--- config.mk ---
export PLATFORM = sky130hd
export DESIGN_NAME = tx_buf_ctrl
export DESIGN_NICKNAME = d
export VERILOG_FILES = /design/src/design/tx_buf_ctrl_pkg.sv /design/src/design/tx_buf_ctrl.sv
export VERILOG_INCLUDE_DIRS = /design/src /design/src/design
export SDC_FILE = /design/constraint.sdc
export NUM_CORES = 1
export LEC_CHECK = 0
export BUFFER_PORTS_ARGS = -buffer_cell sky130_fd_sc_hd__buf_2
export CORE_AREA = 5 5 69 84
export CTS_CLUSTER_DIAMETER = 200
export CTS_CLUSTER_SIZE = 28
export DETAILED_ROUTE_END_ITERATION = 10
export DIE_AREA = 0 0 74 89
export PLACE_DENSITY = 0.61
export SLEW_MARGIN = 10
export SYNTH_ARGS = -nofsm -noshare
export SYNTH_HDL_FRONTEND = slang
export SYNTH_SLANG_ARGS = --single-unit
--- constraint.sdc ---
create_clock -name clk -period 3 [get_ports clk]
set_clock_uncertainty 0.2 [all_clocks]
set_input_delay 0.15 -clock clk [delete_from_list [all_inputs] [get_ports clk]]
set_output_delay 0.15 -clock clk [all_outputs]
set_load 0.05 [all_outputs]
--- src/design/tx_buf_defs.svh ---
////////////////////////////////////////////////////////////
// sizes of the tx packet buffer
// include in packages and modules that need the raw widths
////////////////////////////////////////////////////////////

`ifndef TX_BUF_DEFS_SVH
`define TX_BUF_DEFS_SVH

// ring address width, 2**9 = 512 words
`define TX_BUF_AW 9

// stream data width
`define TX_BUF_DW 64

// one keep bit per data byte
`define TX_BUF_KW (`TX_BUF_DW/8)

`endif

--- src/design/tx_buf_ctrl_pkg.sv ---
////////////////////////////////////////////////////////////
// pointer and count types for tx buffer bookkeeping
// used by the writer, reader and control
////////////////////////////////////////////////////////////

`default_nettype none

`include "tx_buf_defs.svh"

package tx_buf_ctrl_pkg;

    // slot index in the ring, wraps naturally
    typedef logic [`TX_BUF_AW-1:0] buf_addr_t;

    // 0 .. 2**AW words, one extra bit for a full ring
    typedef logic [`TX_BUF_AW:0] buf_count_t;

endpackage

`default_nettype wire

--- src/design/tx_buf_ctrl.sv ---
////////////////////////////////////////////////////////////
// bookkeeping of the tx ring
// tracks free space and committed packets, gates both sides
////////////////////////////////////////////////////////////

`timescale 1ns/1ps
`default_nettype none

`include "tx_buf_defs.svh"

module tx_buf_ctrl
    import tx_buf_ctrl_pkg::*;
(
    input  logic clk,
    input  logic reset,
    input  logic wr_accept,
    input  logic wr_landed,
    input  logic wr_landed_last,
    input  logic rd_issue,
    output logic wr_allow,
    output logic rd_allow
);

    localparam buf_count_t BUF_DEPTH = buf_count_t'(1) << `TX_BUF_AW;

    buf_count_t occupancy;      // accepted and not yet read
    buf_count_t pending;        // landed words of the open packet
    buf_count_t committed;      // words of whole packets, unread
    buf_count_t commit_add;     // words moving over this cycle

    ////////////////////////////////////////////////////////////
    // gating
    ////////////////////////////////////////////////////////////
    assign wr_allow = occupancy < BUF_DEPTH;
    assign rd_allow = committed != '0;

    // closing word plus everything landed before it
    assign commit_add = wr_landed_last ? pending + 1'b1 : '0;

    ////////////////////////////////////////////////////////////
    // counters
    ////////////////////////////////////////////////////////////
    always_ff @(posedge clk) begin
        if (reset) begin
            occupancy <= '0;
        end else begin
            // space freed at read issue, data already past the write stage
            occupancy <= occupancy + buf_count_t'(wr_accept)
                                   - buf_count_t'(rd_issue);
        end
    end

    always_ff @(posedge clk) begin
        if (reset) begin
            pending <= '0;
        end else if (wr_landed_last) begin
            pending <= '0;                  // packet closed
        end else if (wr_landed) begin
            pending <= pending + 1'b1;
        end
    end

    // packet readable from the cycle after its last word lands
    always_ff @(posedge clk) begin
        if (reset) begin
            committed <= '0;
        end else begin
            committed <= committed + commit_add - buf_count_t'(rd_issue);
        end
    end

    ////////////////////////////////////////////////////////////
    // checks
    ////////////////////////////////////////////////////////////
    a_occ_bound: assert property (@(posedge clk) disable iff (reset)
        occupancy <= BUF_DEPTH);

    // the reader must never run ahead of whole packets
    a_rd_committed: assert property (@(posedge clk) disable iff (reset)
        rd_issue |-> committed != '0);

endmodule

`default_nettype wire

# Yosys cells after proc, flatten, opt, wreduce, memory -nomap -nowiden

Cells that the tools add are included.

Bits in registers: 30
Word-level logic and storage cells: 12
Output and inout port bits: 2
Input port bits: 6

$lt $le $gt $ge: 1
Reductions and logical operators: 2
Mux-type cells: 1
$add $sub $neg: 5

Operators by type and width:

| kind                    | number |
|---|---|
| $sub A10 B1 Y10         | 2 |
| $add A10 B1 Y10         | 1 |
| $add A10 B1 Y10 const B | 1 |
| $add A10 B10 Y10        | 1 |
| $lt A10 B10 Y1 const B  | 1 |
| $mux W10                | 1 |
| $reduce_bool A10 Y1     | 1 |
| $reduce_or A2 Y1        | 1 |

# Logic depth before layout (Yosys ltp)

Gate-level depths: netlist (run 1).

Word-level depth: 4
Gate-level depth with buffers: 14
Gate-level depth less buffers: 14

# Worst setup path before layout (run 1)

Ideal clock, no wire load.

Kind: reg-to-reg
Start point: register pending[0]
End point: register committed[9]
Arrival: 2.810 ns
Slack: -0.069 ns
Period minus slack after synthesis: 3.069 ns
Library setup time: 0.059 ns
Cell stages (with the launch flop): 15
Required time: 2.741 ns
Buffers on the path: 0
Path through: dfxtp_1 -> ha_1 -> and3_2 -> nand3_1 -> nor2_1 -> xor2_1 -> nand2_1 -> ha_1 -> inv_1 -> ha_1 -> a21oi_1 -> and3_2 -> nand3_1 -> a311o_2 -> nand2_1

Word-level cells in the longest chain between the ends: 4

RTL lines:

| item                   | line              | source |
|---|---|---|
| start, declared        | tx_buf_ctrl.sv:27 | `buf_count_t pending;` |
| start signal, assigned | tx_buf_ctrl.sv:59 | `pending <= pending + 1'b1;` |
| $add A10 B1 Y10        | tx_buf_ctrl.sv:38 | `assign commit_add = wr_landed_last ? pending + 1'b1 : '0;` |
| $mux W10               | tx_buf_ctrl.sv:38 |  |
| $add A10 B10 Y10       | tx_buf_ctrl.sv:68 | `committed <= committed + commit_add - buf_count_t'(rd_issue);` |
| $sub A10 B1 Y10        | tx_buf_ctrl.sv:68 |  |
| end signal, assigned   | tx_buf_ctrl.sv:68 |  |
| end, declared          | tx_buf_ctrl.sv:28 | `buf_count_t committed;` |

Every way passes these cells.
A chain may end at the register's enable or synchronous reset.

# Worst setup path in the final report (run 1)

Ends and elaborated chain as after synthesis.

==> metrics.md, run 1 <==
| Metric | Value |
|---|---|
| Final WL | 4.18 mm |
| Number of synthesized register bits | 30 |
| Post-synth cell types | 45 |
| Die ar. | 6590 µm² |
| Ys flop type | dfxtp_1 |
| Clk root buf | clkbuf_8 |
| Met3 usage | 3.71% |
| Die span in y | 89 µm |
| Met1 Resource Use GR | 17.1% |
| CP Max Fanout | 3 |
| Commonest non-fill, non-tap cells in the layout | inv_1 (40), dfxtp_1 (28), ha_1 (27), nor2_1 (23), nand2_1 (17) |
| Detailed Place HPWL | 3.30 mm |
| Synthesized-area fraction occupied by adder cells | 17.8% |
| Fin crit share | 96.1% |
| DRT iter0 DRCs | 49 |
| CTS H-tree lvls | 2 |
| Num rows | 28 |
| Num CTS Buffers | 5 |
| Post-CTS setup buffers | 0 |
| Synthesized instance count | 277 |
| XOR/XNOR share of the synthesized area | 8.92% |
| Total Routing Usage GR | 14.7% |
| Placed Cells incl. Taps | 349 |
| Synth Area in Simple Gates | 23.4% |
| Clock-pin slew on the worst setup and hold paths | 0.07 ns |
| DRC viols | 0 |
| Final ANT Viol Nets | 0 |
| Post-synth EDFFs | 0 |
| Final hold slack | 0.0641 ns |
| Sequential element share of the synthesized area | 26.6% |
| Largest net degree at the start of global routing | 31 |
| Final Worst Setup Slack | 0.117 ns |
| Number of global-route vias before repair | 1834 |
| Max Transition Viols Final | 0 |
| Clock sink total | 30 |
| DIE WIDTH | 74 µm |
| Status | finished clean |
| Commonest non-fill, non-tap cell in the layout | inv_1 |
| Endpoints failing setup | 0 |
| Port Buffers | 7 |
| Gr busiest metal | met2 |
| Pleak | 1.21 nW |
| Clk Latency, worst-skew pair | 0.28 ns |
| Mux contribution to synthesized area | 1.44% |
| Main combinational cell family by area after synthesis | simple AND/OR/NAND/NOR gates |
| CP startpoint kind | flip-flop |
| Number of max-cap violations | 0 |
| Hold WC Path Type | in -> reg |
| Antenna cells | 0 |
| Worst EP arrival | 2.91 ns |
| Post-synth ARST share | 0% |
| Peak Freq | 347 MHz |
| Total negative slack | 0 ns |
| Final core utilization | 53.9% |
| Post-Syn Nets | 314 |
| Fill count | 468 |
| IR drop worst, VDD | 0.359 mV |
| Average cell area after synthesis | 8.15 µm² |
| Crit Path Class | reg -> reg |
| Placer congestion estimate | 0.819 |
| Worst Tran Pin Value | 0.542 ns |
| CP endpoint kind | flip-flop |
| Vias/cell | 5.05 |
| Area Growth Syn to Fin | 16.3% |
| I/O Pins | 8 |
| Share of cells above drive strength 1 | 16.8% |
| Synth Warn # | 0 |
| CTS tree | built |
| Final non-filler cell total | 358 |
| Compound-gate portion of the synthesized area | 11.9% |
| Final nets | 334 |
| DRT Pass-1 Iters | 4 |
| GR Overflow Total | 0 |
| DR vias | 1807 |
| Final hold violation count | 0 |
| Setup WS pre-CTS | -0.000678 ns |
| Initial Utilization | 46.4% |
| First-pass GRT wire length | 7.65 mm |
| Mapped cell area | 2260 µm² |
| Pwr per Cell Area | 992 nW/µm² |
| Floorplan Core Area | 4870 µm² |
| Met2 GRT Util | 26.8% |
| Clk buf depth | 2 |
| Tmin final | 2.88 ns |
| Initial antenna violation count | 0 |
| Rel. slew slack | 63.9% |
| WL per Instance | 11.7 µm |
| Worst path required time | 3.02 ns |
[logic make-up (layout without fill, tap and decap cells)]
logic type / count (synthesis) / count (layout)
AND/OR/NAND/NOR: 99 / 99
AO/OA/AOI/OAI: 42 / 42
multiplexers: 3 / 3
buffers and inverters: 49 / 70
adder cells (fa/ha/maj): 31 / 31
flip-flops: 30 / 30
XOR/XNOR: 23 / 23
[routing by layer]
layer	routed length, µm	vias up
met2	2110	14
met5	0	-
met3	110	4
li1	-	971
met4	44	0
met1	1920	818
[where the power goes]
part	internal [mW]	leakage [nW]	switching [mW]
combinational	0.718	0.888	0.804
clock	0.354	0.0714	0.158
sequential	0.514	0.248	0.0590
total	1.59	1.21	1.02
[cells in the mapped netlist, types with 3 or more instances]
library cell | instances | area (µm²)
inv_1 | 41 | 154
nand2_1 | 18 | 67.6
dfxtp_1 | 30 | 601
nand2b_1 | 3 | 18.8
ha_1 | 29 | 363
o21ai_0 | 4 | 20.0
clkbuf_1 | 3 | 11.3
nand4_1 | 8 | 50.1
o21a_1 | 4 | 30.0
a21oi_1 | 15 | 75.1
and3_1 | 3 | 18.8
or4_1 | 3 | 22.5
nor2_1 | 25 | 93.8
nor2b_1 | 8 | 50.1
o21ai_1 | 3 | 15.0
nor3_1 | 6 | 30.0
a21o_1 | 7 | 52.6
xnor2_1 | 7 | 61.3
nor3b_1 | 4 | 30.0
xor2_1 | 16 | 140
nand3_1 | 7 | 35.0
[state kept, by name (all words and copies together) (netlist names)]
| register | count |
|---|---|
| committed | 10 |
| pending | 10 |
| occupancy | 10 |
[final cells by class]
cell class                 count  area [µm²]  share of cell area (%)
timing repair buffer          21         143                    5.43
clock inverter                 2        60.1                    2.29
multi-input combinational    198        1510                    57.5
clock buffer                   6        82.6                    3.14
sequential                    30         603                    23.0
tap                           60        75.1                    2.86
inverter                      41         154                    5.86
[critical path, cell delays in order (launching register included)]
cell and delay (ns):
dfxtp_2 0.35, ha_4 0.13, and3_4 0.20, nand3_4 0.10, nor2_4 0.13, xor2_1 0.16, nand2_1 0.07, ha_1 0.29
inv_2 0.04, ha_4 0.27, nand2_2 0.06, or3_1 0.30, a21o_1 0.17, a311o_2 0.30, nand2_1 0.05
[stage by stage]
stage / area [µm²] / power, mW
6_report: 2630 / 2.61
5_1_grt: 2630 / 2.89
4_1_cts: 2560 / 2.61
3_5_place_dp: 2400 / 2.07
3_3_place_gp: 2400 / 2.05
2_1_floorplan: 2260 / 1.77
[repair_timing]
action,CTS,global route
endpoints found under the setup margin,1,2
hold buffers,1,0
resized for setup,1,13
hold endpoints to repair,1,0
pin swaps,1,3
[path summary, 6_finish.rpt]
path	from	end	slack (ns)	cells after the start
worst max-delay path	pending[0]	committed[9]	0.12	14
worst max register to register	pending[0]	committed[9]	0.12	14
worst min register to register	pending[9]	pending[9]	0.36	2
worst min-delay path	wr_landed	pending[0]	0.06	3
No activity file was read; power rests on OpenSTA's default activity.
==> run 2: changes to the inputs <==
CORE_AREA = 2 2 66 81   (was 5 5 69 84)
DIE_AREA = 0 0 68 83   (was 0 0 74 89)
==> run 2 against run 1 <==
The run now ends with hold timing left. Flip-flop and latch count stayed put. Sequential power barely moved. Register-to-register slack hardly changed. Clock-buffer cell count did not move. Critical path type unchanged. Largest power group unchanged.
==> metrics.md, run 2 (synthesized netlist as in run 1, its figures left out) <==
| Metric | Value |
|---|---|
| Status | finished with violations |
| Failing checks | hold timing |
| Final ANT Viol Nets | 0 (unchanged) |
| CP startpoint kind | flip-flop |
| Clk root buf | clkbuf_8 |
| Worst EP arrival | 2.92 ns (about the same) |
| Number of max-cap violations | 0 (unchanged) |
| Worst hold path depth | 3 (unchanged) |
| Placed Cells incl. Taps | 350 (+0.29%) |
| Commonest non-fill, non-tap cell in the layout | inv_1 |
| CP endpoint | committed[9] |
| Setup WS pre-CTS | -0.0208 ns (-0.0201 ns) |
| Total Routing Usage GR | 17.1% (+2.4 points) |
| Clock-pin slew on the worst setup and hold paths | 0.07 ns (about the same) |
| Overall Power | 2.65 mW (+1.6%) |
| Clk buf depth | 2 (unchanged) |
| Hold wc startpoint | wr_accept |
| Floorplan Core Area | 4830 µm² (-0.72%) |
| Worst Tran Pin Value | 0.549 ns (+0.00658 ns) |
| Die ar. | 5640 µm² (-14%) |
| Tmin final | 2.89 ns (+0.00469 ns) |
| Vias/cell | 5.18 (+2.7%) |
| Initial antenna violation count | 0 (unchanged) |
| Commonest non-fill, non-tap cells in the layout | inv_1 (40), dfxtp_1 (27), ha_1 (26), nor2_1 (23), nand2_1 (17) |
| CTS tree | built |
| Worst R2R End | committed[9] |
| Final hold violation count | 1 (+1) |
| Clock sink total | 30 (unchanged) |
| First-pass GRT wire length | 7.46 mm (-2.5%) |
| IR drop worst, VDD | 0.308 mV (-14%) |
| Number of global-route vias before repair | 1790 (-2.4%) |
| Area Growth Syn to Fin | 17.0% |
| Endpoints failing setup | 0 (unchanged) |
| I/O Pins | 8 (unchanged) |
| Max Transition Viols Final | 0 (unchanged) |
| Rel. slew slack | 63.4% (-0.44 points) |
| Pwr per Cell Area | 1000 nW/µm² (+1.0%) |
| Final nets | 334 (unchanged) |
| Detailed Place HPWL | 3.30 mm (about the same) |
| Num rows | 28 (unchanged) |
| Initial Utilization | 46.7% (+0.34 points) |
| Final hold slack | -0.000116 ns (-0.0642 ns) |
| Crit Path Class | reg -> reg |
| DRT Pass-1 Iters | 4 (unchanged) |
| R2R Path Start | pending[0] |
| Largest net degree at the start of global routing | 31 (unchanged) |
| Critical Path Source | pending[0] |
| Placer congestion estimate | 0.812 (-0.90%) |
| Hold WC Path Type | in -> reg |
| CTS H-tree lvls | 2 (unchanged) |
| GR Overflow Total | 0 (unchanged) |
| WL per Instance | 12.4 µm (+6.1%) |
| Num CTS Buffers | 5 (unchanged) |
| Fin crit share | 96.3% (+0.16 points) |
| Final Worst Setup Slack | 0.112 ns (-0.00469 ns) |
| CP endpoint kind | flip-flop |
| Share of cells above drive strength 1 | 18.1% (+1.3 points) |
| Peak Freq | 346 MHz (-0.16%) |
| Total negative slack | 0 ns (unchanged) |
| Final non-filler cell total | 358 (unchanged) |
| DRC viols | 0 (unchanged) |
| CP Max Fanout | 3 (unchanged) |
| Clk Latency, worst-skew pair | 0.29 ns (about the same) |
| Pleak | 1.21 nW (+0.21%) |
| R2R depth | 14 (unchanged) |
| R2R setup slack | 0.11 ns (about the same) |
| DIE WIDTH | 68 µm (-8.1%) |
| Die span in y | 83 µm (-6.7%) |
| DR vias | 1855 (+2.7%) |
| Antenna cells | 0 (unchanged) |
| DRT iter0 DRCs | 41 (-16%) |
| Worst path required time | 3.03 ns (about the same) |
| Final WL | 4.43 mm (+6.1%) |
| Largest regs | committed (10), occupancy (10), pending (10) |
| Port Buffers | 7 (unchanged) |
## run 2: cell count changes in the layout (fill, tap and decap cells not counted), sizes merged
cell         delta
buf             +1
dlygate4sd3     -1
## run 2: worst min-delay path by stage
stage              endpoint  slack [ns]
2_1_floorplan  committed[6]        0.14
3_3_place_gp   occupancy[0]        0.28
3_5_place_dp   occupancy[0]        0.31
4_1_cts        occupancy[0]       0.002
5_1_grt        occupancy[0]        0.02
6_report       occupancy[0]     -0.0001
## run 2: repair_timing
item / CTS / global route
pin swaps: 1 / 1
gates resized for setup: 2 / 15
endpoints found under the setup margin: 1 / 2
setup buffers: 0 / 0
hold buffers: 0 / 0
## run 2: metal layers
metal	part of all wire (%)	vias to the layer above	track usage [%]	wire [µm]
met5	0	-	0	0
met4	3.0	0	8.91	131
met3	2.8	12	4.34	125
met2	50	25	28.7	2220
met1	44	845	19.1	1950
li1	-	973	-	-
## run 2: cell type report
class	instances	area, µm²
clock buffer	6	82.6
clock inverter	2	60.1
fill	474	2190
inverter	41	154
multi-input combinational	198	1530
sequential	30	604
tap	60	75.1
timing repair buffer	21	140
## run 2: per-stage QoR
step	util (%)	area (µm²)
2_1_floorplan	-	2260
3_3_place_gp	49.8	2410
3_5_place_dp	49.8	2410
4_1_cts	53.0	2560
5_1_grt	54.6	2640
6_report	54.6	2640
## run 2: critical path, cell delays in order, from the launching register on
cell	delay, ns
dfxtp_2	0.36
ha_4	0.14
and3_4	0.21
nand3_4	0.10
nor2_4	0.10
xor2_1	0.15
nand2_1	0.07
ha_1	0.27
inv_1	0.06
ha_4	0.28
nand2_2	0.06
or3_1	0.30
a21o_1	0.17
a311o_2	0.31
nand2_1	0.05
## run 2: power by group
group	leakage (nW)	switching, mW	internal [mW]
Combinational	0.890	0.822	0.736
Sequential	0.249	0.0621	0.514
Clock	0.0714	0.161	0.354
Total	1.21	1.05	1.60
