[src/design/tx_buf_defs.svh]
////////////////////////////////////////////////////////////
// sizes of the tx packet buffer
// include in packages and modules that need the raw widths
////////////////////////////////////////////////////////////

`ifndef TX_BUF_DEFS_SVH
`define TX_BUF_DEFS_SVH

// ring address width, 2**9 = 512 words
`define TX_BUF_AW 9

// stream data width
`define TX_BUF_DW 64

// one keep bit per data byte
`define TX_BUF_KW (`TX_BUF_DW/8)

`endif

[src/design/tx_buf_stream_pkg.sv]
////////////////////////////////////////////////////////////
// stream word types for the tx packet buffer
// shared by the writer, the ram and the reader
////////////////////////////////////////////////////////////

`default_nettype none

`include "tx_buf_defs.svh"

package tx_buf_stream_pkg;

    typedef logic [`TX_BUF_DW-1:0] tx_data_t;   // one data word
    typedef logic [`TX_BUF_KW-1:0] tx_keep_t;   // bit i enables byte i

    // word as it sits in the ring
    typedef struct packed {
        tx_data_t data;
        tx_keep_t keep;
        logic     last;     // end of packet
    } tx_entry_t;

endpackage

`default_nettype wire

[src/design/tx_buf_ctrl_pkg.sv]
////////////////////////////////////////////////////////////
// pointer and count types for tx buffer bookkeeping
// used by the writer, reader and control
////////////////////////////////////////////////////////////

`default_nettype none

`include "tx_buf_defs.svh"

package tx_buf_ctrl_pkg;

    // slot index in the ring, wraps naturally
    typedef logic [`TX_BUF_AW-1:0] buf_addr_t;

    // 0 .. 2**AW words, one extra bit for a full ring
    typedef logic [`TX_BUF_AW:0] buf_count_t;

endpackage

`default_nettype wire

[src/design/tx_buf_writer.sv]
////////////////////////////////////////////////////////////
// write side of the tx buffer
// accepts host words into the ring and reports landed writes
////////////////////////////////////////////////////////////

`timescale 1ns/1ps
`default_nettype none

module tx_buf_writer
    import tx_buf_stream_pkg::*, tx_buf_ctrl_pkg::*;
(
    input  logic      clk,
    input  logic      reset,
    input  tx_data_t  in_data,
    input  tx_keep_t  in_keep,
    input  logic      in_last,
    input  logic      in_valid,
    output logic      in_ready,
    input  logic      wr_allow,
    output logic      wr_accept,
    output logic      wr_landed,
    output logic      wr_landed_last,
    output buf_addr_t wr_addr,
    output tx_entry_t wr_entry
);

    buf_addr_t wr_ptr;      // next free slot
    logic      land_s1;     // accept delayed by one
    logic      last_s1;

    assign in_ready  = wr_allow;
    assign wr_accept = in_valid & in_ready;

    ////////////////////////////////////////////////////////////
    // pointer and landing pipeline
    ////////////////////////////////////////////////////////////
    always_ff @(posedge clk) begin
        if (reset) begin
            wr_ptr         <= '0;
            wr_addr        <= '0;
            land_s1        <= 1'b0;
            last_s1        <= 1'b0;
            wr_landed      <= 1'b0;
            wr_landed_last <= 1'b0;
        end else begin
            land_s1        <= wr_accept;
            last_s1        <= wr_accept & in_last;
            wr_landed      <= land_s1;      // matches ram write stage
            wr_landed_last <= last_s1;
            if (wr_accept) begin
                wr_addr <= wr_ptr;          // held here while idle
                wr_ptr  <= wr_ptr + 1'b1;   // wraps mod ring size
            end
        end
    end

    // word register, idle cycles keep the last one in place
    always_ff @(posedge clk) begin
        if (wr_accept) begin
            wr_entry.data <= in_data;
            wr_entry.keep <= in_keep;
            wr_entry.last <= in_last;
        end
    end

    // only the last word of a packet may be partial
    a_full_keep: assert property (@(posedge clk) disable iff (reset)
        (wr_accept && !in_last) |-> (&in_keep));

endmodule

`default_nettype wire

[config.mk]
export PLATFORM = sky130hd
export DESIGN_NAME = tx_buf_writer
export DESIGN_NICKNAME = d
export VERILOG_FILES = /design/src/design/tx_buf_stream_pkg.sv /design/src/design/tx_buf_ctrl_pkg.sv /design/src/design/tx_buf_writer.sv
export VERILOG_INCLUDE_DIRS = /design/src /design/src/design
export SDC_FILE = /design/constraint.sdc
export NUM_CORES = 1
export LEC_CHECK = 0
export BUFFER_PORTS_ARGS = -buffer_cell sky130_fd_sc_hd__clkbuf_2
export CAP_MARGIN = 20
export CORE_MARGIN = 3
export CORE_UTILIZATION = 39
export DETAILED_ROUTE_END_ITERATION = 6
export GPL_TIMING_DRIVEN = 0
export MAX_ROUTING_LAYER = met4
export PLACE_DENSITY = 0.76
export SLEW_MARGIN = 15
export SYNTH_ARGS = -nofsm -noshare
export SYNTH_HDL_FRONTEND = slang
export SYNTH_SLANG_ARGS = --single-unit
[constraint.sdc]
create_clock -name clk -period 2 [get_ports clk]
set_input_delay 0.4 -clock clk [delete_from_list [all_inputs] [get_ports clk]]
set_output_delay 0.4 -clock clk [all_outputs]
set_load 0.02 [all_outputs]
Word-level counts from Yosys, hierarchy flattened:

Index checks and enable logic that the tools add are counted.

* flip-flop bits (word level): 95

* bitwise gates (word level): 2
* $add $sub $neg: 1

Operators with widths (count)
* $add A9 B1 Y9 const B: 1
* $and A1 B1 Y1: 2

Longest topological paths before layout:

Gate-level depths: netlist (run 1).

* depth in word-level cells: 2
* mapped depth: 5

Worst setup path before layout (run 1):

No wires, ideal clock.

* path kind: input-to-reg
* start: input in_valid
* end: register wr_entry[0] (netlist bit), enable pin
* slack: -0.072 ns
* path buffers: 1
* arrival: 1.668 ns
* stages on the path: 3
* cell sequence: nand2_1 inv_1 buf_2

* word-level cells in the longest chain between the ends: 1

RTL lines
* from (decl): line tx_buf_writer.sv:17 `input logic in_valid,`
* $and A1 B1 Y1: line tx_buf_writer.sv:32 `assign wr_accept = in_valid & in_ready;`
* net wr_accept: line tx_buf_writer.sv:20 `output logic wr_accept,`
* to (decl): line tx_buf_writer.sv:24 `output tx_entry_t wr_entry`

The timed path passes the listed nets, and every way through them passes these cells.
A chain may end at the register's enable or synchronous reset.

Final worst setup path (run 1):

* start: input wr_allow
* end: output wr_accept

* word-level cells in the longest chain between the ends: 1

RTL lines
* from (decl): line tx_buf_writer.sv:19 `input logic wr_allow,`
* $and A1 B1 Y1: line tx_buf_writer.sv:32
* to (decl): line tx_buf_writer.sv:20

No other way between the ends.

==> qor.txt, run 1 <==
Syn-to-layout area delta -> 39.4%
First-pass GRT wire length -> 9.82 mm
#FFs+latches synth -> 95
Setup ws final -> 0.204 ns
GRT Total Usage -> 15.6%
WP data arrival -> 1.40 ns
Diode count -> 0
Tot Pwr -> 3.98 mW
Total congestion overflow -> 0
CTS tree -> built
Critical Path Fanout Max -> 42
Initial antenna violation count -> 0
Inst Count DP -> 428
Cell Rows -> 31
Tmin final -> 1.80 ns
Worst-Skew Late Latency -> 0.34 ns
CTS buffer count -> 9
TritonRoute pass-1 iters -> 4
Vias -> 2014
DR iter-0 viols -> 47
DR WL/cell -> 15.6 um
Max Cap Violations -> 0
Final core occ -> 56.9%
# setup viols final -> 0
DR vias/cell -> 4.53
IO Count -> 163
Slew Limit Fails -> 0
Fin Clk Skew -> 0.00411 ns
Relative slew slack -> 71.0%
Fin area -> 4190 um^2
Net count after synthesis -> 245
DIE WIDTH -> 93.8 um
Met1 usage in global routing -> 15.6%
Crit end category -> primary output
Routed WL -> 6.95 mm
Clock Pin Slew Worst Setup and Hold Paths -> 0.09 ns
Synthesized instance count -> 167
Share of layout cells above drive strength 1 -> 52.9%
Met2 usage in global routing -> 27.4%
Final worst path period share -> 89.8%
Total power divided by cell area -> 950 nW/um^2
Sink Count -> 95
Sequential area share after synthesis -> 87.6%
Core area -> 7370 um^2
Port bufs -> 162
Setup Fix Bufs, Post-CTS -> 0
Initial Utilization -> 40.8%
WP data required -> 1.60 ns
Distinct cells, synth -> 21
Worst Tran Pin Value -> 0.435 ns
Maximum clock frequency -> 557 MHz
Die Y -> 93.8 um
Number of global-route vias before repair -> 1912
CTS HTree Levels -> 3
Final hold vios -> 0
Final ANT Viol Nets -> 0
Gpl congestion -> 0.789
Outcome -> finished, final reports clean
Top Usage Layer GRT -> met2
RSZ-0062 raised after global routing -> false
Pre-CTS WS -> -0.395 ns
Max rail drop VDD -> 0.000411 V
Grt met3 use -> 4.25%
Post-Syn Area -> 3010 um^2
Static leakage -> 1.75 nW
Max Buffers Root-to-Sink -> 2
DRC violations left -> 0
DP Area -> 3940 um^2
FF-to-FF setup slack -> 0.52 ns
Largest net degree at the start of global routing -> 84
Yosys warns -> 0
Worst Setup Start Kind -> input pin
Nets -> 419
Syn Area/Cell -> 18.0 um^2
Finished Layout Cells -> 445
Crit path kind -> input pin to primary output
Root Driver -> clkbuf_8
Die area -> 8800 um^2
Hold Path Class -> input pin to flip-flop
[logic make-up (layout without fill, tap and decap cells)]
logic type,after synthesis,count (layout),share of synthesized area (%)
AND/OR/NAND/NOR,40,40,6.37
XOR/XNOR,2,2,0.583
adder cells (fa/ha/maj),1,1,0.416
AO/OA/AOI/OAI,22,22,4.00
flip-flops,95,95,87.6
buffers and inverters,7,186,1.04
[flip-flops by register name, summed over array words and instances, names as in the netlist]
signal,count
wr_landed_last,1
wr_addr,9
wr_landed,1
last_s1,1
wr_ptr,9
land_s1,1
wr_entry,73
[Yosys cell counts]
cell type  count  area [um^2]
nand4_1        1         6.26
edfxtp_1      73         2190
buf_2          1         5.00
or3_1          2         12.5
clkbuf_1       3         11.3
xor2_1         1         8.76
nand3_1        4         20.0
nand2_1       22         82.6
a21oi_1       16         80.1
and2_1         1         6.26
nor2b_1        2         12.5
o31ai_1        4         30.0
nand3_2        1         10.0
inv_1          2         7.51
o21ai_0        2         10.0
ha_1           1         12.5
xnor2_1        1         8.76
nor2_1         3         11.3
or4_1          4         30.0
buf_4          1         7.51
dfxtp_1       22          440
[per-stage QoR]
stage               hold WS (ns)  setup TNS, ns
floorplan                  0.414              0
global placement           0.420          -1.87
detailed placement         0.440          -5.67
CTS                        0.204              0
global route               0.202              0
finish                     0.227              0
[worst paths after layout]
path,start,to,cells past startpoint
worst min register to register,land_s1,wr_landed,1
worst min-delay path,in_data[26],wr_entry[35],1
worst max register to register,wr_ptr[1],wr_ptr[8],4
worst max-delay path,wr_allow,wr_accept,5
[layout by cell type (no fill, tap or decap), drive strengths merged, types with 2 or more instances in the layout]
master,instances
clkbuf,175
edfxtp,73
nand2,22
dfxtp,22
a21oi,16
nand3,5
o31ai,4
or4,4
inv,4
nor2,3
o21ai,2
or3,2
nor2b,2
clkinv,2
bufinv,2
buf,2
[layer usage]
layer / vias up / wire [um]
met5: - / 0
met4: 0 / 146
met3: 13 / 611
met2: 92 / 3730
met1: 940 / 2470
li1: 969 / -
[worst max-delay path, cell delays in order]
cell and delay [ns]:
clkbuf_2 0.11, nand2_1 0.19, inv_2 0.18, clkbuf_16 0.27, clkbuf_2 0.21
[power by group]
part,total (mW),internal [mW],switching [mW]
sequential,2.27,2.24,0.0291
combinational,0.373,0.129,0.243
clock,1.34,0.708,0.633
[layout make-up]
class,instances,area (um^2)
timing repair buffer,163,822
clock buffer,9,124
tap,99,124
inverter,2,7.51
multi-input combinational,65,342
sequential,95,2630
clock inverter,7,95.1
fill,616,3180
buffer,5,43.8
[timing repair]
| action | 4_1_cts | 5_1_grt |
|---|---|---|
| endpoints found under the setup margin | 1 | 1 |
| cloned | 0 | 1 |
| gates resized for setup | 3 | 2 |
| endpoints found under the hold margin | 0 | 0 |
| hold buffers | 0 | 0 |
Power figures use the tool's default switching activity.
==> run 2, diff against run 1 <==
Settings changed: GPL_TIMING_DRIVEN 0 to 1.
==> run 2 against run 1 <==
Effect of this change:
- utilization is 0.32 points lower
- largest cell class unchanged
- critical path type is now flip-flop to flip-flop
- sequential cell count did not move
- global-route usage increased by 0.23 points
- via count is 0.74% lower
- first-iteration DRC count increased by 55%
- clock-buffer cell count unchanged
- critical path depth fell by 1
- hold slack gained 0.0031 ns
- design area is 0.57% lower
- critical endpoint is now wr_ptr[6]
- non-clock buffer count is 2 lower
==> qor.txt, run 2 (synthesized netlist as in run 1, its figures left out) <==
DR iter-0 viols -> 73
Detailed Place HPWL -> 5.43 mm
Slew Limit Fails -> 0
CTS buffer count -> 9
Final hold vios -> 0
Crit end category -> flip-flop
DR WL/cell -> 15.7 um
Total power divided by cell area -> 952 nW/um^2
Final worst path period share -> 73.5%
Core area -> 7370 um^2
Relative slew slack -> 70.2%
Setup TNS -> 0 ns
CTS HTree Levels -> 3
Static leakage -> 1.73 nW
Cell Rows -> 31
Syn-to-layout area delta -> 38.6%
Final ANT Viol Nets -> 0
Clock Pin Slew Worst Setup and Hold Paths -> 0.09 ns
TritonRoute pass-1 iters -> 4
Initial antenna violation count -> 0
Die area -> 8800 um^2
# setup viols final -> 0
CTS tree -> built
Largest registers -> wr_entry x73, wr_addr x9, wr_ptr x9
Root Driver -> clkbuf_8
Hold Slack -> 0.230 ns
Most common cell after layout, fill and taps aside -> clkbuf_2
Nets -> 417
Sink Count -> 95
Most flops, register -> wr_entry
WP data required -> 2.27 ns
Hold Path Class -> input pin to flip-flop
Port bufs -> 162
Max Cap Violations -> 0
RSZ-0062 raised after global routing -> false
Setup Fix Bufs, Post-CTS -> 0
Die Y -> 93.8 um
Maximum clock frequency -> 680 MHz
GRT Total Usage -> 15.8%
Initial Utilization -> 40.8%
Largest net degree at the start of global routing -> 38
PostCTS Resize Cnt -> 0
Critical Path Fanout Max -> 6
Gpl congestion -> 0.778
Filler cells -> 625
DRC violations left -> 0
Footprint of the multi-input gates -> 342 um^2
Max rail drop VDD -> 0.000358 V
WP data arrival -> 1.74 ns
Share of layout cells above drive strength 1 -> 53.2%
Total congestion overflow -> 0
Fin Clk Skew -> 0.00642 ns
DR vias/cell -> 4.51
DIE WIDTH -> 93.8 um
Number of global-route vias before repair -> 1862
Final core occ -> 56.5%
Largest register FFs -> 73
Tmin final -> 1.47 ns
Worst Setup Start Kind -> flip-flop
Hold buffers post-CTS -> 0
Routed WL -> 6.96 mm
Worst-Skew Late Latency -> 0.34 ns
Most frequent cells in the layout -> clkbuf_2 (162), edfxtp_1 (73), nand2_1 (22), dfxtp_1 (22), a21oi_1 (16)
Worst Tran Pin Value -> 0.447 ns
Vias -> 1999
FF-to-FF setup slack -> 0.53 ns
Register area -> 2630 um^2
First-pass GRT wire length -> 9.91 mm
Max Buffers Root-to-Sink -> 2
Diode count -> 0
IO Count -> 163
Crit path kind -> flip-flop to flip-flop
Outcome -> finished, final reports clean
-- run 2: cell count changes in the layout (fill, tap and decap cells not counted), sizes merged --
cell	before	now
inv	4	2
clkbuf	175	171
clkinvlp	1	3
buf	2	4
-- run 2: per-stage QoR --
step,total power [mW],setup slack [ns],cells,instance area [um^2]
after floorplan,2.49,0.338,167,3010
after global placement,2.67,0.412,427,3950
after detailed placement,2.69,0.363,427,3950
after CTS,4.02,0.520,443,4170
after global routing,4.12,0.412,443,4170
final,3.97,0.530,443,4170
-- run 2: layout make-up --
cell class | count | area share, %
inverter | 2 | 0.210
sequential | 95 | 63.2
timing repair buffer | 166 | 20.2
clock buffer | 9 | 2.97
multi-input combinational | 65 | 8.20
tap | 99 | 2.97
clock inverter | 7 | 2.28
-- run 2: routing by layer --
layer / global-route usage, % / vias to the layer above / part of all wire, %
met3: 5.45 / 10 / 10
met2: 26.4 / 86 / 52
li1: - / 967 / -
met1: 17.0 / 936 / 36
met4: 7.10 / 0 / 1.6
met5: - / - / 0
-- run 2: report_power, final --
group	switching (mW)	total [mW]	internal, mW
Clock	0.627	1.33	0.704
Combinational	0.241	0.367	0.126
Sequential	0.0290	2.27	2.24
Total	0.897	3.97	3.07
-- run 2: worst max-delay path, cell delays in order, from the launching register on --
cell	delay [ns]
dfxtp_1	0.41
ha_1	0.22
nand3_2	0.13
or4_1	0.49
a21oi_1	0.15
-- run 2: final timing paths --
path | from | end | depth (start not counted)
worst max-delay path | wr_ptr[1] | wr_ptr[6] | 4
worst min-delay path | in_keep[2] | wr_entry[3] | 1
worst max register to register | wr_ptr[1] | wr_ptr[6] | 4
worst min register to register | last_s1 | wr_landed_last | 1
==> run 3, diff against run 2 <==
Clock period 2 ns to 1.2 ns, I/O delays scaled along.
==> run 3 against run 2 <==
Effect of this change:
- sequential share of layout area shrank 3.9 points
- largest power group unchanged
- clock power is 83% higher
- global-route usage up 0.073 points
- combinational power up 83%
- clock-buffer cell count stayed put
- critical endpoint is now wr_ptr[8]
- register-to-register slack got worse by 0.56 ns
- routed wire length up 3.8%
- clock skew fell by 0.0034 ns
- cell count up 3.4%
- non-clock buffer count up 15
- the flow now finishes with violations (setup timing)
==> qor.txt, run 3 (synthesized netlist as in run 1, its figures left out) <==
DR iter-0 viols -> 96
IO Count -> 163
Slew Limit Fails -> 0
Syn-to-layout area delta -> 48.8%
Nets -> 432
Vias -> 2111
FF-to-FF End -> wr_ptr[8]
Critical Path Fanout Max -> 5
Relative slew slack -> 77.3%
CP Cell Sequence -> nand4_1 > or4_4 > a21oi_2
CP Launch Point -> wr_ptr[6]
DIE WIDTH -> 93.8 um
GRT Total Usage -> 15.9%
Worst Tran Pin Value -> 0.338 ns
Number of global-route vias before repair -> 2006
Share of layout cells above drive strength 1 -> 59.6%
Initial Utilization -> 40.8%
DR WL/cell -> 15.8 um
Die area -> 8800 um^2
Min-delay src -> in_data[5]
Detailed Place HPWL -> 5.47 mm
Sink Count -> 95
Fin Clk Skew -> 0.00299 ns
Hold Path Class -> input pin to flip-flop
Cell Rows -> 31
Tot Pwr -> 6.88 mW
CTS tree -> built
Core area -> 7370 um^2
WP data arrival -> 1.51 ns
Max Cap Violations -> 0
Crit path kind -> flip-flop to flip-flop
Initial antenna violation count -> 0
Maximum clock frequency -> 813 MHz
FF-to-FF setup slack -> -0.03 ns
Total power divided by cell area -> 1540 nW/um^2
Reg2reg path depth -> 3
Gpl congestion -> 0.766
CTS HTree Levels -> 3
Met2 usage in global routing -> 28.5%
Critical path's top delay family -> simple AND/OR/NAND/NOR gates
Die Y -> 93.8 um
Largest registers -> wr_entry x73, wr_addr x9, wr_ptr x9
Final worst path period share -> 103%
Hold EP -> wr_entry[14]
Clock Pin Slew Worst Setup and Hold Paths -> 0.09 ns
Top Usage Layer GRT -> met2
First-pass GRT wire length -> 10.2 mm
Max Buffers Root-to-Sink -> 2
Final ANT Viol Nets -> 0
Total congestion overflow -> 0
DR vias/cell -> 4.61
CP max stage cell -> or4_4
Critical path buffers and inverters -> 0
Routed WL -> 7.22 mm
Tmin final -> 1.23 ns
Max incr delay on CP -> 0.50 ns
Static leakage -> 1.86 nW
# setup viols final -> 2
Outcome -> finished, violations left
Most common cell after layout, fill and taps aside -> clkbuf_2
Failing checks -> setup timing
Grt met3 use -> 4.81%
TritonRoute pass-1 iters -> 4
Largest net degree at the start of global routing -> 32
DRC violations left -> 0
Met1 usage in global routing -> 16.1%
Largest register FFs -> 73
Worst-Skew Late Latency -> 0.34 ns
Worst r2r src -> wr_ptr[6]
Max rail drop VDD -> 0.000804 V
Final core occ -> 60.7%
WP data required -> 1.48 ns
Final hold vios -> 0
Setup ws final -> -0.0305 ns
Depth of the worst hold-timing path -> 1
Most frequent cells in the layout -> clkbuf_2 (160), edfxtp_1 (73), nand2_1 (21)
Worst Setup Start Kind -> flip-flop
RSZ-0062 raised after global routing -> true
Most flops, register -> wr_entry
CTS buffer count -> 9
Crit end category -> flip-flop
Port bufs -> 162
Root Driver -> clkbuf_8
Diode count -> 0
run 3: power by group:
part	internal [mW]	switching (mW)	leakage [nW]
combinational	0.255	0.416	0.874
sequential	3.73	0.0522	0.867
clock	1.39	1.05	0.117
total	5.37	1.51	1.86
run 3: area by class of cell:
type / count / area [um^2]
timing repair buffer: 181 / 1030
fill: 581 / 2900
sequential: 95 / 2650
clock buffer: 9 / 124
multi-input combinational: 65 / 409
clock inverter: 7 / 119
tap: 99 / 124
inverter: 2 / 15.0
run 3: timing repair:
item	in CTS	in global routing
hold buffers	0	0
gates resized for setup	8	15
cloned	0	1
buffers inserted	1	6
pin swaps	0	6
endpoints found under the hold margin	0	0
endpoints found under the setup margin	5	7
run 3: worst max-delay path by stage:
stage                 to  slack (ns)  cells after the start
2_1_floorplan  wr_ptr[7]      0.0002                      3
3_3_place_gp   wr_accept       -0.13                      5
3_5_place_dp   wr_accept       -0.17                      5
4_1_cts        wr_ptr[8]       -0.03                      4
5_1_grt        wr_ptr[8]       -0.11                      3
6_report       wr_ptr[8]       -0.03                      3
run 3: stage by stage:
stage / hold slack, ns / area [um^2] / setup slack, ns / cells / TNS (ns)
final: 0.0659 / 4470 / -0.0305 / 458 / -0.0566
after global routing: 0.0432 / 4470 / -0.107 / 458 / -0.316
after CTS: 0.0518 / 4340 / -0.0279 / 451 / -0.0777
after detailed placement: 0.419 / 4060 / -0.168 / 434 / -2.89
after global placement: 0.417 / 4060 / -0.133 / 434 / -0.435
after floorplan: 0.320 / 3050 / 0.000241 / 167 / 0
run 3: per-layer routing:
layer / vias to the layer above / part of all wire [%]
met4: 0 / 1.7
met3: 12 / 8.6
met1: 1005 / 36
met2: 97 / 54
met5: - / 0
li1: 997 / -
