## src/design/tx_buf_defs.svh

```systemverilog
////////////////////////////////////////////////////////////
// sizes of the tx packet buffer
// include in packages and modules that need the raw widths
////////////////////////////////////////////////////////////

`ifndef TX_BUF_DEFS_SVH
`define TX_BUF_DEFS_SVH

// ring address width, 2**9 = 512 words
`define TX_BUF_AW 9

// stream data width
`define TX_BUF_DW 64

// one keep bit per data byte
`define TX_BUF_KW (`TX_BUF_DW/8)

`endif

```

## src/design/tx_buf_stream_pkg.sv

```systemverilog
////////////////////////////////////////////////////////////
// stream word types for the tx packet buffer
// shared by the writer, the ram and the reader
////////////////////////////////////////////////////////////

`default_nettype none

`include "tx_buf_defs.svh"

package tx_buf_stream_pkg;

    typedef logic [`TX_BUF_DW-1:0] tx_data_t;   // one data word
    typedef logic [`TX_BUF_KW-1:0] tx_keep_t;   // bit i enables byte i

    // word as it sits in the ring
    typedef struct packed {
        tx_data_t data;
        tx_keep_t keep;
        logic     last;     // end of packet
    } tx_entry_t;

endpackage

`default_nettype wire

```

## src/design/tx_buf_ctrl_pkg.sv

```systemverilog
////////////////////////////////////////////////////////////
// pointer and count types for tx buffer bookkeeping
// used by the writer, reader and control
////////////////////////////////////////////////////////////

`default_nettype none

`include "tx_buf_defs.svh"

package tx_buf_ctrl_pkg;

    // slot index in the ring, wraps naturally
    typedef logic [`TX_BUF_AW-1:0] buf_addr_t;

    // 0 .. 2**AW words, one extra bit for a full ring
    typedef logic [`TX_BUF_AW:0] buf_count_t;

endpackage

`default_nettype wire

```

## src/design/tx_buf_reader.sv

```systemverilog
////////////////////////////////////////////////////////////
// read side of the tx buffer
// pulls committed words from the ring into a 2-entry skid
// fifo whose head drives the mac-side stream
////////////////////////////////////////////////////////////

`timescale 1ns/1ps
`default_nettype none

module tx_buf_reader
    import tx_buf_stream_pkg::*, tx_buf_ctrl_pkg::*;
(
    input  logic      clk,
    input  logic      reset,
    input  logic      rd_allow,
    output logic      rd_issue,
    output buf_addr_t rd_addr,
    input  tx_entry_t rd_entry,
    output tx_data_t  out_data,
    output tx_keep_t  out_keep,
    output logic      out_last,
    output logic      out_valid,
    input  logic      out_ready
);

    buf_addr_t rd_ptr;          // next unread slot
    logic      in_flight;       // ram data returns this cycle
    tx_entry_t fifo_mem [2];
    logic      wr_idx;
    logic      rd_idx;
    logic [1:0] fifo_count;
    logic      push;
    logic      pop;
    logic [2:0] fill;           // fifo words after this cycle, reads included
    tx_entry_t head;

    ////////////////////////////////////////////////////////////
    // read issue
    ////////////////////////////////////////////////////////////
    assign push = in_flight;
    assign pop  = out_valid & out_ready;
    assign fill = {1'b0, fifo_count} + {2'b00, in_flight} - {2'b00, pop};

    assign rd_issue = rd_allow && (fill < 3'd2);

    // with nothing committed, park on the last slot read so a fresh
    // write at rd_ptr never shares the slot
    assign rd_addr = rd_allow ? rd_ptr : rd_ptr - 1'b1;

    always_ff @(posedge clk) begin
        if (reset) begin
            rd_ptr    <= '0;
            in_flight <= 1'b0;
        end else begin
            in_flight <= rd_issue;          // 1-cycle ram latency
            if (rd_issue) begin
                rd_ptr <= rd_ptr + 1'b1;
            end
        end
    end

    ////////////////////////////////////////////////////////////
    // skid fifo
    ////////////////////////////////////////////////////////////
    always_ff @(posedge clk) begin
        if (reset) begin
            wr_idx     <= 1'b0;
            rd_idx     <= 1'b0;
            fifo_count <= '0;
        end else begin
            if (push) wr_idx <= ~wr_idx;
            if (pop)  rd_idx <= ~rd_idx;
            fifo_count <= fifo_count + {1'b0, push} - {1'b0, pop};
        end
    end

    always_ff @(posedge clk) begin
        if (push) begin
            fifo_mem[wr_idx] <= rd_entry;   // returning ram word
        end
    end

    assign head      = fifo_mem[rd_idx];
    assign out_valid = fifo_count != '0;
    assign out_data  = head.data;
    assign out_keep  = head.keep;
    assign out_last  = head.last;

    // stalled word holds until taken
    a_out_stable: assert property (@(posedge clk) disable iff (reset)
        (out_valid && !out_ready) |=>
            (out_valid && $stable(out_data) && $stable(out_keep)
                       && $stable(out_last)));

endmodule

`default_nettype wire

```

## config.mk

```make
export PLATFORM = sky130hd
export DESIGN_NAME = tx_buf_reader
export DESIGN_NICKNAME = d
export VERILOG_FILES = /design/src/design/tx_buf_stream_pkg.sv /design/src/design/tx_buf_ctrl_pkg.sv /design/src/design/tx_buf_reader.sv
export VERILOG_INCLUDE_DIRS = /design/src /design/src/design
export SDC_FILE = /design/constraint.sdc
export NUM_CORES = 1
export LEC_CHECK = 0
export ABC_AREA = 0
export BUFFER_PORTS_ARGS = -buffer_cell sky130_fd_sc_hd__clkbuf_2
export CAP_MARGIN = 20
export CORE_AREA = 4 4 120 122
export DETAILED_ROUTE_END_ITERATION = 10
export DIE_AREA = 0 0 124 126
export MAX_ROUTING_LAYER = met4
export PLACE_DENSITY = 0.86
export SYNTH_ARGS = -nofsm -noshare
export SYNTH_HDL_FRONTEND = slang
export SYNTH_SLANG_ARGS = --single-unit
export TNS_END_PERCENT = 20
```

## constraint.sdc

```tcl
create_clock -name clk -period 3.9 [get_ports clk]
set_input_delay 0.78 -clock clk [delete_from_list [all_inputs] [get_ports clk]]
set_output_delay 0.78 -clock clk [all_outputs]
set_load 0.02 [all_outputs]
```

Word level (Yosys, flattened, before mapping)
Memory sizes are Yosys's and may differ from the RTL's. A register that Yosys moved wholly into a read port is not among the register bits.
Cells that the tools add are included.
{ "word_totals": {"in_bits": 77, "mem_count": 1, "elab_cells": 23, "register_bits": 14, "out_inout_bits": 84, "mem_bits_rw": 146} }
{ "mem_list": {"columns": ["name", "depth", "word_bits", "rd", "rd_ports_with_merged_regs", "wr", "line", "source"], "rows": [
  ["fifo_mem", 2, 73, 1, 1, 1, "tx_buf_reader.sv:28", "tx_entry_t fifo_mem [2];"]
]} }
{ "classes": {"n_bitwise": 3, "order_cmp": 1, "addsub": 6, "reduce_logical": 2, "muxes": 5} }
{ "op_table": {"columns": ["op", "count"], "rows": [
  ["$add A9 B1 Y9 const B", 1],
  ["$mux W9", 1],
  ["$sub A9 B1 Y9 const B", 1],
  ["$mux W1", 4],
  ["$add A2 B1 Y3", 1],
  ["$lt A3 B2 Y1 const B", 1],
  ["$sub A3 B1 Y3", 1],
  ["$add A2 B1 Y2", 1],
  ["$not A1 Y1", 2],
  ["$reduce_bool A2 Y1", 1],
  ["$sub A2 B1 Y2", 1],
  ["$and A1 B1 Y1", 1],
  ["$logic_and A1 B1 Y1", 1]
]} }

Depth between registers and ports, before layout
Gate-level depths: netlist of run 1.
{ "depth": {"word_depth": 5, "depth_mapped": 9, "mapped_depth_nobuf": 8} }

Least setup slack after synthesis of run 1
OpenSTA, ideal clock, no wires.
{ "synth_path": {"path_type": "reg-to-reg", "start": "register in_flight", "end": "memory fifo_mem[0][0] (netlist name) (enable)", "required_time_ps": 3387, "path_slack_ps": -226, "setup_ps": 513, "n_path_buf": 0, "stages_incl_launch_ff": 2, "period_less_slack_ps": 4126, "arrival_time_ps": 3612, "cell_sequence": "dfxtp_1 nor2b_1"} }
{ "synth_between": {"elab_chain_len": 2} }
{ "synth_lines": {"columns": ["item", "line", "source"], "rows": [
  ["from (decl)", "tx_buf_reader.sv:27", "logic in_flight;"],
  ["from (signal assigned)", "tx_buf_reader.sv:55", "in_flight <= rd_issue;"],
  ["$mux W1", "tx_buf_reader.sv:78", "if (push) begin"],
  ["$mux W1 (not written as such)", "tx_buf_reader.sv:79", "fifo_mem[wr_idx] <= rd_entry;"],
  ["to (decl)", "tx_buf_reader.sv:28", null]
]} }
No other way between the ends.

Worst setup path in the final report of run 1
{ "layout_path": {"start": "input out_ready", "end": "output rd_issue"} }
{ "layout_between": {"elab_chain_len": 4} }
{ "layout_lines": {"columns": ["item", "line", "source"], "rows": [
  ["from (decl)", "tx_buf_reader.sv:23", "input logic out_ready"],
  ["$and A1 B1 Y1", "tx_buf_reader.sv:41", "assign pop = out_valid & out_ready;"],
  ["via pop", "tx_buf_reader.sv:33", "logic pop;"],
  ["$sub A3 B1 Y3", "tx_buf_reader.sv:42", "assign fill = {1'b0, fifo_count} + {2'b00, in_flight} - {2'b00, pop};"],
  ["via fill[1]", "tx_buf_reader.sv:34", "logic [2:0] fill;"],
  ["$lt A3 B2 Y1", "tx_buf_reader.sv:44", "assign rd_issue = rd_allow && (fill < 3'd2);"],
  ["$logic_and A1 B1 Y1", "tx_buf_reader.sv:44", null],
  ["to (decl)", "tx_buf_reader.sv:16", "output logic rd_issue,"]
]} }
The timed path passes the listed nets, and every way through them passes these cells.

==> run_results.csv, run 1 <==
group,metric,value,unit
status,status,"finished clean",
synth,yosysSeqAreaShare,0.756,
final_layout,final-seq-area,4690,sq um
critical_path,r2r_setup_slack,1.16,ns
power,intPower,3.90,mW
hold_path,hp-start,"rd_idx$_SDFFE_PP0P_",
final_layout,stdcell_area,7740,sq um
final_layout,drive_gt1_frac,0.530,
detailed_routing,drt_first_pass_iters,4,
final_layout,diodes,0,
placed_design,io_buffers,160,
critical_path,crit_type,"input port to primary output",
detailed_routing,vias_per_cell,4.91,
synth,synth_ff_type,"edfxtp_1",
global_routing,grt_overflow,0,
final_layout,area_growth,25.0,%
synth,yosys-top-cells-count,"146 x edfxtp_1, 77 x mux2_2, 15 x dfxtp_1",
synth,yosysMostFrequentCell,"edfxtp_1",
sta,finClkSkew,0.00927,ns
synth,synthAdderAreaFrac,0.0113,
die,pin_count,161,
hold_path,hp-class,"register to register",
power,combPwrFrac,0.288,
detailed_routing,ant_nets,0,
critical_path,timing.rr.start,"fifo_count[1]$_SDFF_PP0_",
sta,tightestPinTransition,1.02,ns
cts,htree_num_levels,4,
detailed_routing,via_count,3392,
die,die_h,126,um
critical_path,start_kind,"input port",
placed_design,dp.cells,660,
detailed_routing,wl_per_cell,16.2,um
sta,hold_viol,0,
synth,syn_nets,420,
placed_design,gp_congestion,0.758,
detailed_routing,drc_errors,0,
synth,synthTopCellsByArea,"edfxtp_1 71%, mux2_2 14%, dfxtp_1 4.8%",
job,cap_violations,0,
synth,synth_edf_count,146,
detailed_routing,wirelength,11200,um
power,p_switching,1.75,mW
global_routing,grt_pass1_wl,17400,um
die,die_x,124,um
synth,ys_ff_latch,161,
synth,ys_async_sr_fraction,0,
sta,slew_headroom,0.323,
placed_design,place.detailed.hpwl,7630,um
cts,cts_buffers,17,
sta,drv_slew,0,
final_layout,multi_input_area,1410,sq um
cts,path_clk_slew,0.06,ns
critical_path,endpoint_kind,"primary output",
cts,clockBufferDepth,2,
sta,fin_setup_tns,0,ns
cts,worst_skew_pair.late_latency,0.41,ns
synth,synth_top_family_by_area,"multiplexers",
sta,fmax,0.285,GHz
power,p_leak,2.93,nW
critical_path,cp.arrival,2.73,ns
power,clkPwrFrac,0.284,
power,p_sw_frac,0.310,
final_layout,postLayoutCoreUtil,0.587,
hold_path,hold_depth,2,
synth,synth_xor_area_frac,0.0170,
die,rows,42,
synth,synth_area_per_cell,18.3,sq um
cts,postCtsSetupBuffers,0,
sta,rsz0062_at_grt,"false",
synth,synth_compound_area_frac,0.0113,
synth,synthSimpleGateAreaFrac,0.0444,
critical_path,worst-path-max-fanout,12,
power,peakVddDrop,326,uV
synth,muxShareOfSynthArea,0.142,
cts,clock_sinks,161,
global_routing,grt_usage,0.152,
synth,ys_types,32,
placed_design,placed_area,7170,sq um
die,initial_utilization,0.470,
cts,hold_buffers,0,
power,p_per_area,730,nW/um^2
synth,netlist_area,6200,sq um
sta,fin_crit,3.51,ns
synth,synth_warnings,0,
critical_path,crit_required,3.12,ns
final_layout,final_cells,691,
final_layout,layout.nets,585,
critical_path,worstRegToRegCells,8,
detailed_routing,drtIter0Drc,151,
synth,yosys.area.top_type,"edfxtp_1",
global_routing,antenna_found_initial,0,
final_layout,fill_cells,1049,
global_routing,grt_max_degree,74,
cts,cts-root-buf,"clkbuf_16",
power,pwr-share-seq,0.428,
global_routing,grt_pass1_vias,3521,
sta,final-setup-viol-count,0,
cts,post_cts_resized,0,
die,core_area,13200,sq um
cts,tritoncts,"done",
die,fp.dieArea,15600,sq um
critical_path,timing.rr.end,"rd_ptr[7]$_SDFFE_PP0P_",
synth,netlist_instances,338,
sta,final.period_utilization,0.900,
synth,synth_top_area_frac,0.708,
[stage by stage]
step / setup slack [ns] / hold slack (ns) / total power [mW]
5_1_grt: 0.250 / 0.530 / 5.96
2_1_floorplan: 0.610 / 0.481 / 3.56
3_5_place_dp: 0.392 / 0.518 / 4.12
6_report: 0.389 / 0.534 / 5.66
3_3_place_gp: 0.462 / 0.507 / 4.07
4_1_cts: 0.365 / 0.533 / 5.74
[how the worst max path moves through the flow]
stage	end	slack (ns)	startpoint
final	rd_issue	0.39	out_ready
after global placement	rd_issue	0.46	out_ready
after CTS	rd_issue	0.36	fifo_count[1]$_SDFF_PP0_
after detailed placement	rd_issue	0.39	out_ready
after global routing	rd_issue	0.25	fifo_count[1]$_SDFF_PP0_
after floorplan	rd_issue	0.61	out_ready
[kinds of logic after synthesis]
| family | count (synthesis) |
|---|---|
| flops | 161 |
| mux | 78 |
| simple gates | 46 |
| buf+inv | 25 |
| xor+xnor | 12 |
| compound gates | 11 |
| fa+ha+maj | 5 |
[area by class of cell]
| class | count | share of cell area |
|---|---|---|
| sequential | 161 | 0.605 |
| multi-input combinational | 152 | 0.182 |
| timing repair buffer | 163 | 0.106 |
| clock buffer | 20 | 0.0564 |
| tap | 176 | 0.0284 |
| clock inverter | 11 | 0.0179 |
| inverter | 8 | 0.00388 |
[power by group through the flow]
| stage | registers [mW] | logic [mW] | clock network (mW) |
|---|---|---|---|
| after floorplan | 2.34 | 1.22 | 0 |
| after global placement | 2.44 | 1.62 | 0 |
| after detailed placement | 2.47 | 1.65 | 0 |
| after CTS | 2.44 | 1.66 | 1.65 |
| after global routing | 2.46 | 1.75 | 1.74 |
| final | 2.42 | 1.63 | 1.60 |
[metal layers]
metal | share of wire | global-route usage
met1 | 0.40 | 0.170
met2 | 0.52 | 0.256
met3 | 0.074 | 0.0493
met4 | 0.011 | 0.0503
met5 | 0 | -
[critical path: stages]
cell      delay, ns
clkbuf_2       0.08
o21a_1         0.12
ha_1           0.27
inv_1          0.04
ha_1           0.18
fa_1           0.47
nand2b_1       0.34
nor2_1         0.25
clkbuf_2       0.20
[sequential cells by signal (all words and copies together), names as in the netlist, named ones only]
signal      flops
fifo_mem      146
rd_ptr          9
fifo_count      2
in_flight       1
rd_idx          1
wr_idx          1
[placed cells by master (no fill, tap or decap), types with 4 or more instances in the layout]
master,n
xnor2_1,6
edfxtp_1,146
clkbuf_16,17
inv_1,8
a21oi_1,4
dfxtp_1,14
xor2_1,6
nor2b_1,8
nor2_1,10
nand3_1,5
clkbuf_2,160
mux2_2,77
ha_1,4
nor4_1,5
(Power assumes the default switching activity.)
==> run 2, diff against run 1 <==
--- a/config.mk
+++ b/config.mk
@@ -9,11 +9,11 @@
 export ABC_AREA = 0
 export BUFFER_PORTS_ARGS = -buffer_cell sky130_fd_sc_hd__clkbuf_2
 export CAP_MARGIN = 20
-export CORE_AREA = 4 4 120 122
+export CORE_AREA = 4 4 115 117
 export DETAILED_ROUTE_END_ITERATION = 10
-export DIE_AREA = 0 0 124 126
+export DIE_AREA = 0 0 119 121
 export MAX_ROUTING_LAYER = met4
-export PLACE_DENSITY = 0.86
+export PLACE_DENSITY = 0.89
 export SYNTH_ARGS = -nofsm -noshare
 export SYNTH_HDL_FRONTEND = slang
 export SYNTH_SLANG_ARGS = --single-unit
==> constraint.sdc (replaced) <==
create_clock -name clk -period 3.7 [get_ports clk]
set_input_delay 0.74 -clock clk [delete_from_list [all_inputs] [get_ports clk]]
set_output_delay 0.74 -clock clk [all_outputs]
set_load 0.02 [all_outputs]
==> run 2 against run 1 <==
  * Cell area decreased by 0.24%
  * Worst hold slack got worse by 0.013 ns
  * Worst setup slack better by 0.093 ns
  * Largest cell class unchanged
  * Sequential cell count did not move
  * First-iteration DRC count rose by 38%
  * Highest routed layer unchanged
  * Sequential power up 6%
  * Non-clock buffer count did not move
==> run_results.csv, run 2 (same netlist as run 1, synthesis figures left out) <==
group,metric,value,unit
critical_path,worst-path-max-fanout,4,
critical_path,start_kind,"register",
global_routing,grt_usage,0.174,
global_routing,antenna_found_initial,0,
global_routing,grt_overflow,0,
final_layout,final_cells,686,
power,p_per_area,767,nW/um^2
power,p_leak,2.90,nW
sta,hold_slack,0.521,ns
die,die_h,121,um
detailed_routing,wl_per_cell,16.9,um
cts,clock_sinks,161,
die,pin_count,161,
sta,rsz0062_at_grt,"false",
sta,hold_viol,0,
cts,postCtsSetupBuffers,0,
global_routing,grt_pass1_vias,3759,
sta,fin_setup_tns,0,ns
final_layout,final_common_cell,"clkbuf_2",
final_layout,area_growth,24.7,%
job,cap_violations,0,
global_routing,grt_max_degree,74,
sta,fmax,0.311,GHz
cts,cts-root-buf,"clkbuf_16",
critical_path,endpoint_kind,"primary output",
final_layout,largest_register_ffs,146,
detailed_routing,drc_errors,0,
sta,drv_slew,0,
detailed_routing,drtIter0Drc,209,
sta,final.period_utilization,0.870,
power,intPower,4.05,mW
status,status,"finished clean",
detailed_routing,vias_per_cell,5.01,
final_layout,layout.nets,585,
final_layout,layout_common_cells,"160 x clkbuf_2, 146 x edfxtp_1, 77 x mux2_2",
sta,slew_headroom,0.324,
placed_design,pre_cts_ws,0.502,ns
sta,finClkSkew,0.00474,ns
cts,cts_buffers,17,
power,pwr-share-seq,0.432,
final_layout,drive_gt1_frac,0.531,
hold_path,hp-class,"register to register",
cts,clockBufferDepth,2,
critical_path,path_cells,"o21a_1 > ha_1 > inv_1 > ha_1 > fa_1 > nand2b_1 > nor2_1 > clkbuf_2",
final_layout,postLayoutCoreUtil,0.625,
cts,tritoncts,"done",
die,fp.dieArea,14400,sq um
critical_path,worst_path_most_repeated_cell,"ha_1",
cts,path_clk_slew,0.06,ns
die,rows,41,
sta,tightestPinTransition,1.01,ns
placed_design,place.detailed.hpwl,7980,um
cts,post_cts_resized,0,
placed_design,io_buffers,160,
detailed_routing,via_count,3437,
die,core_area,12400,sq um
sta,final-setup-viol-count,0,
final_layout,diodes,0,
die,die_x,119,um
final_layout,reg_top3,"fifo_mem: 146 flops, rd_ptr: 9 flops, fifo_count: 2 flops",
placed_design,gp_congestion,0.848,
detailed_routing,ant_nets,0,
power,p_switching,1.87,mW
final_layout,top_register,"fifo_mem",
power,peakVddDrop,605,uV
critical_path,critPathSlowestCell,"fa_1",
critical_path,cp.arrival,2.48,ns
power,p_sw_frac,0.316,
critical_path,crit_family,"adder cells",
placed_design,dp.cells,656,
critical_path,cpPeakStageDelay,0.46,ns
power,clkPwrFrac,0.274,
cts,hold_buffers,0,
power,combPwrFrac,0.294,
critical_path,crit_type,"register to primary output",
cts,worst_skew_pair.late_latency,0.41,ns
sta,setup_ws,0.482,ns
sta,fin_crit,3.22,ns
critical_path,cp_num_buf_inv,2,
detailed_routing,drt_first_pass_iters,4,
global_routing,grt_pass1_wl,18800,um
critical_path,crit_required,2.96,ns
die,initial_utilization,0.501,
cts,htree_num_levels,4,
detailed_routing,wirelength,11600,um
-- run 2: worst reg2reg max path, cell delays in order (launching register included) --
cell      delay, ns
dfxtp_1        0.35
o21a_1         0.21
ha_1           0.28
inv_1          0.04
ha_1           0.18
fa_1           0.46
nand2b_1       0.18
buf_4          0.18
nor4_1         0.36
mux2_2         0.38
-- run 2: layout make-up --
class | instances | area, sq um
fill | 896 | 4640
tap | 172 | 215
clock inverter | 11 | 116
timing repair buffer | 163 | 836
clock buffer | 19 | 433
sequential | 161 | 4690
multi-input combinational | 152 | 1410
inverter | 8 | 30.0
-- run 2: layer usage --
layer	vias up	routed length, um	track usage
li1	1614	-	-
met1	1691	4670	0.190
met2	119	6190	0.306
met3	13	615	0.0462
met4	0	141	0.0688
met5	-	0	-
-- run 2: worst paths after layout --
check	slack [ns]	cells past startpoint	end	start
worst max-delay path	0.48	8	rd_issue	fifo_count[1]$_SDFF_PP0_
worst min-delay path	0.52	2	register	rd_idx$_SDFFE_PP0P_
worst max register to register	0.98	9	rd_ptr[8]$_SDFFE_PP0P_	fifo_count[1]$_SDFF_PP0_
worst min register to register	0.52	2	register	rd_idx$_SDFFE_PP0P_
-- run 2: power by group through the flow --
stage | registers [mW] | logic (mW) | clock network (mW)
CTS | 2.57 | 1.77 | 1.66
finish | 2.56 | 1.74 | 1.62
global placement | 2.58 | 1.72 | 0
detailed placement | 2.61 | 1.76 | 0
global route | 2.60 | 1.87 | 1.75
floorplan | 2.47 | 1.28 | 0
-- run 2: stage by stage --
stage	total power [mW]	instance area, sq um
after CTS	6.00	7730
after detailed placement	4.36	7180
final	5.93	7730
after global routing	6.22	7730
after floorplan	3.75	6200
after global placement	4.30	7180
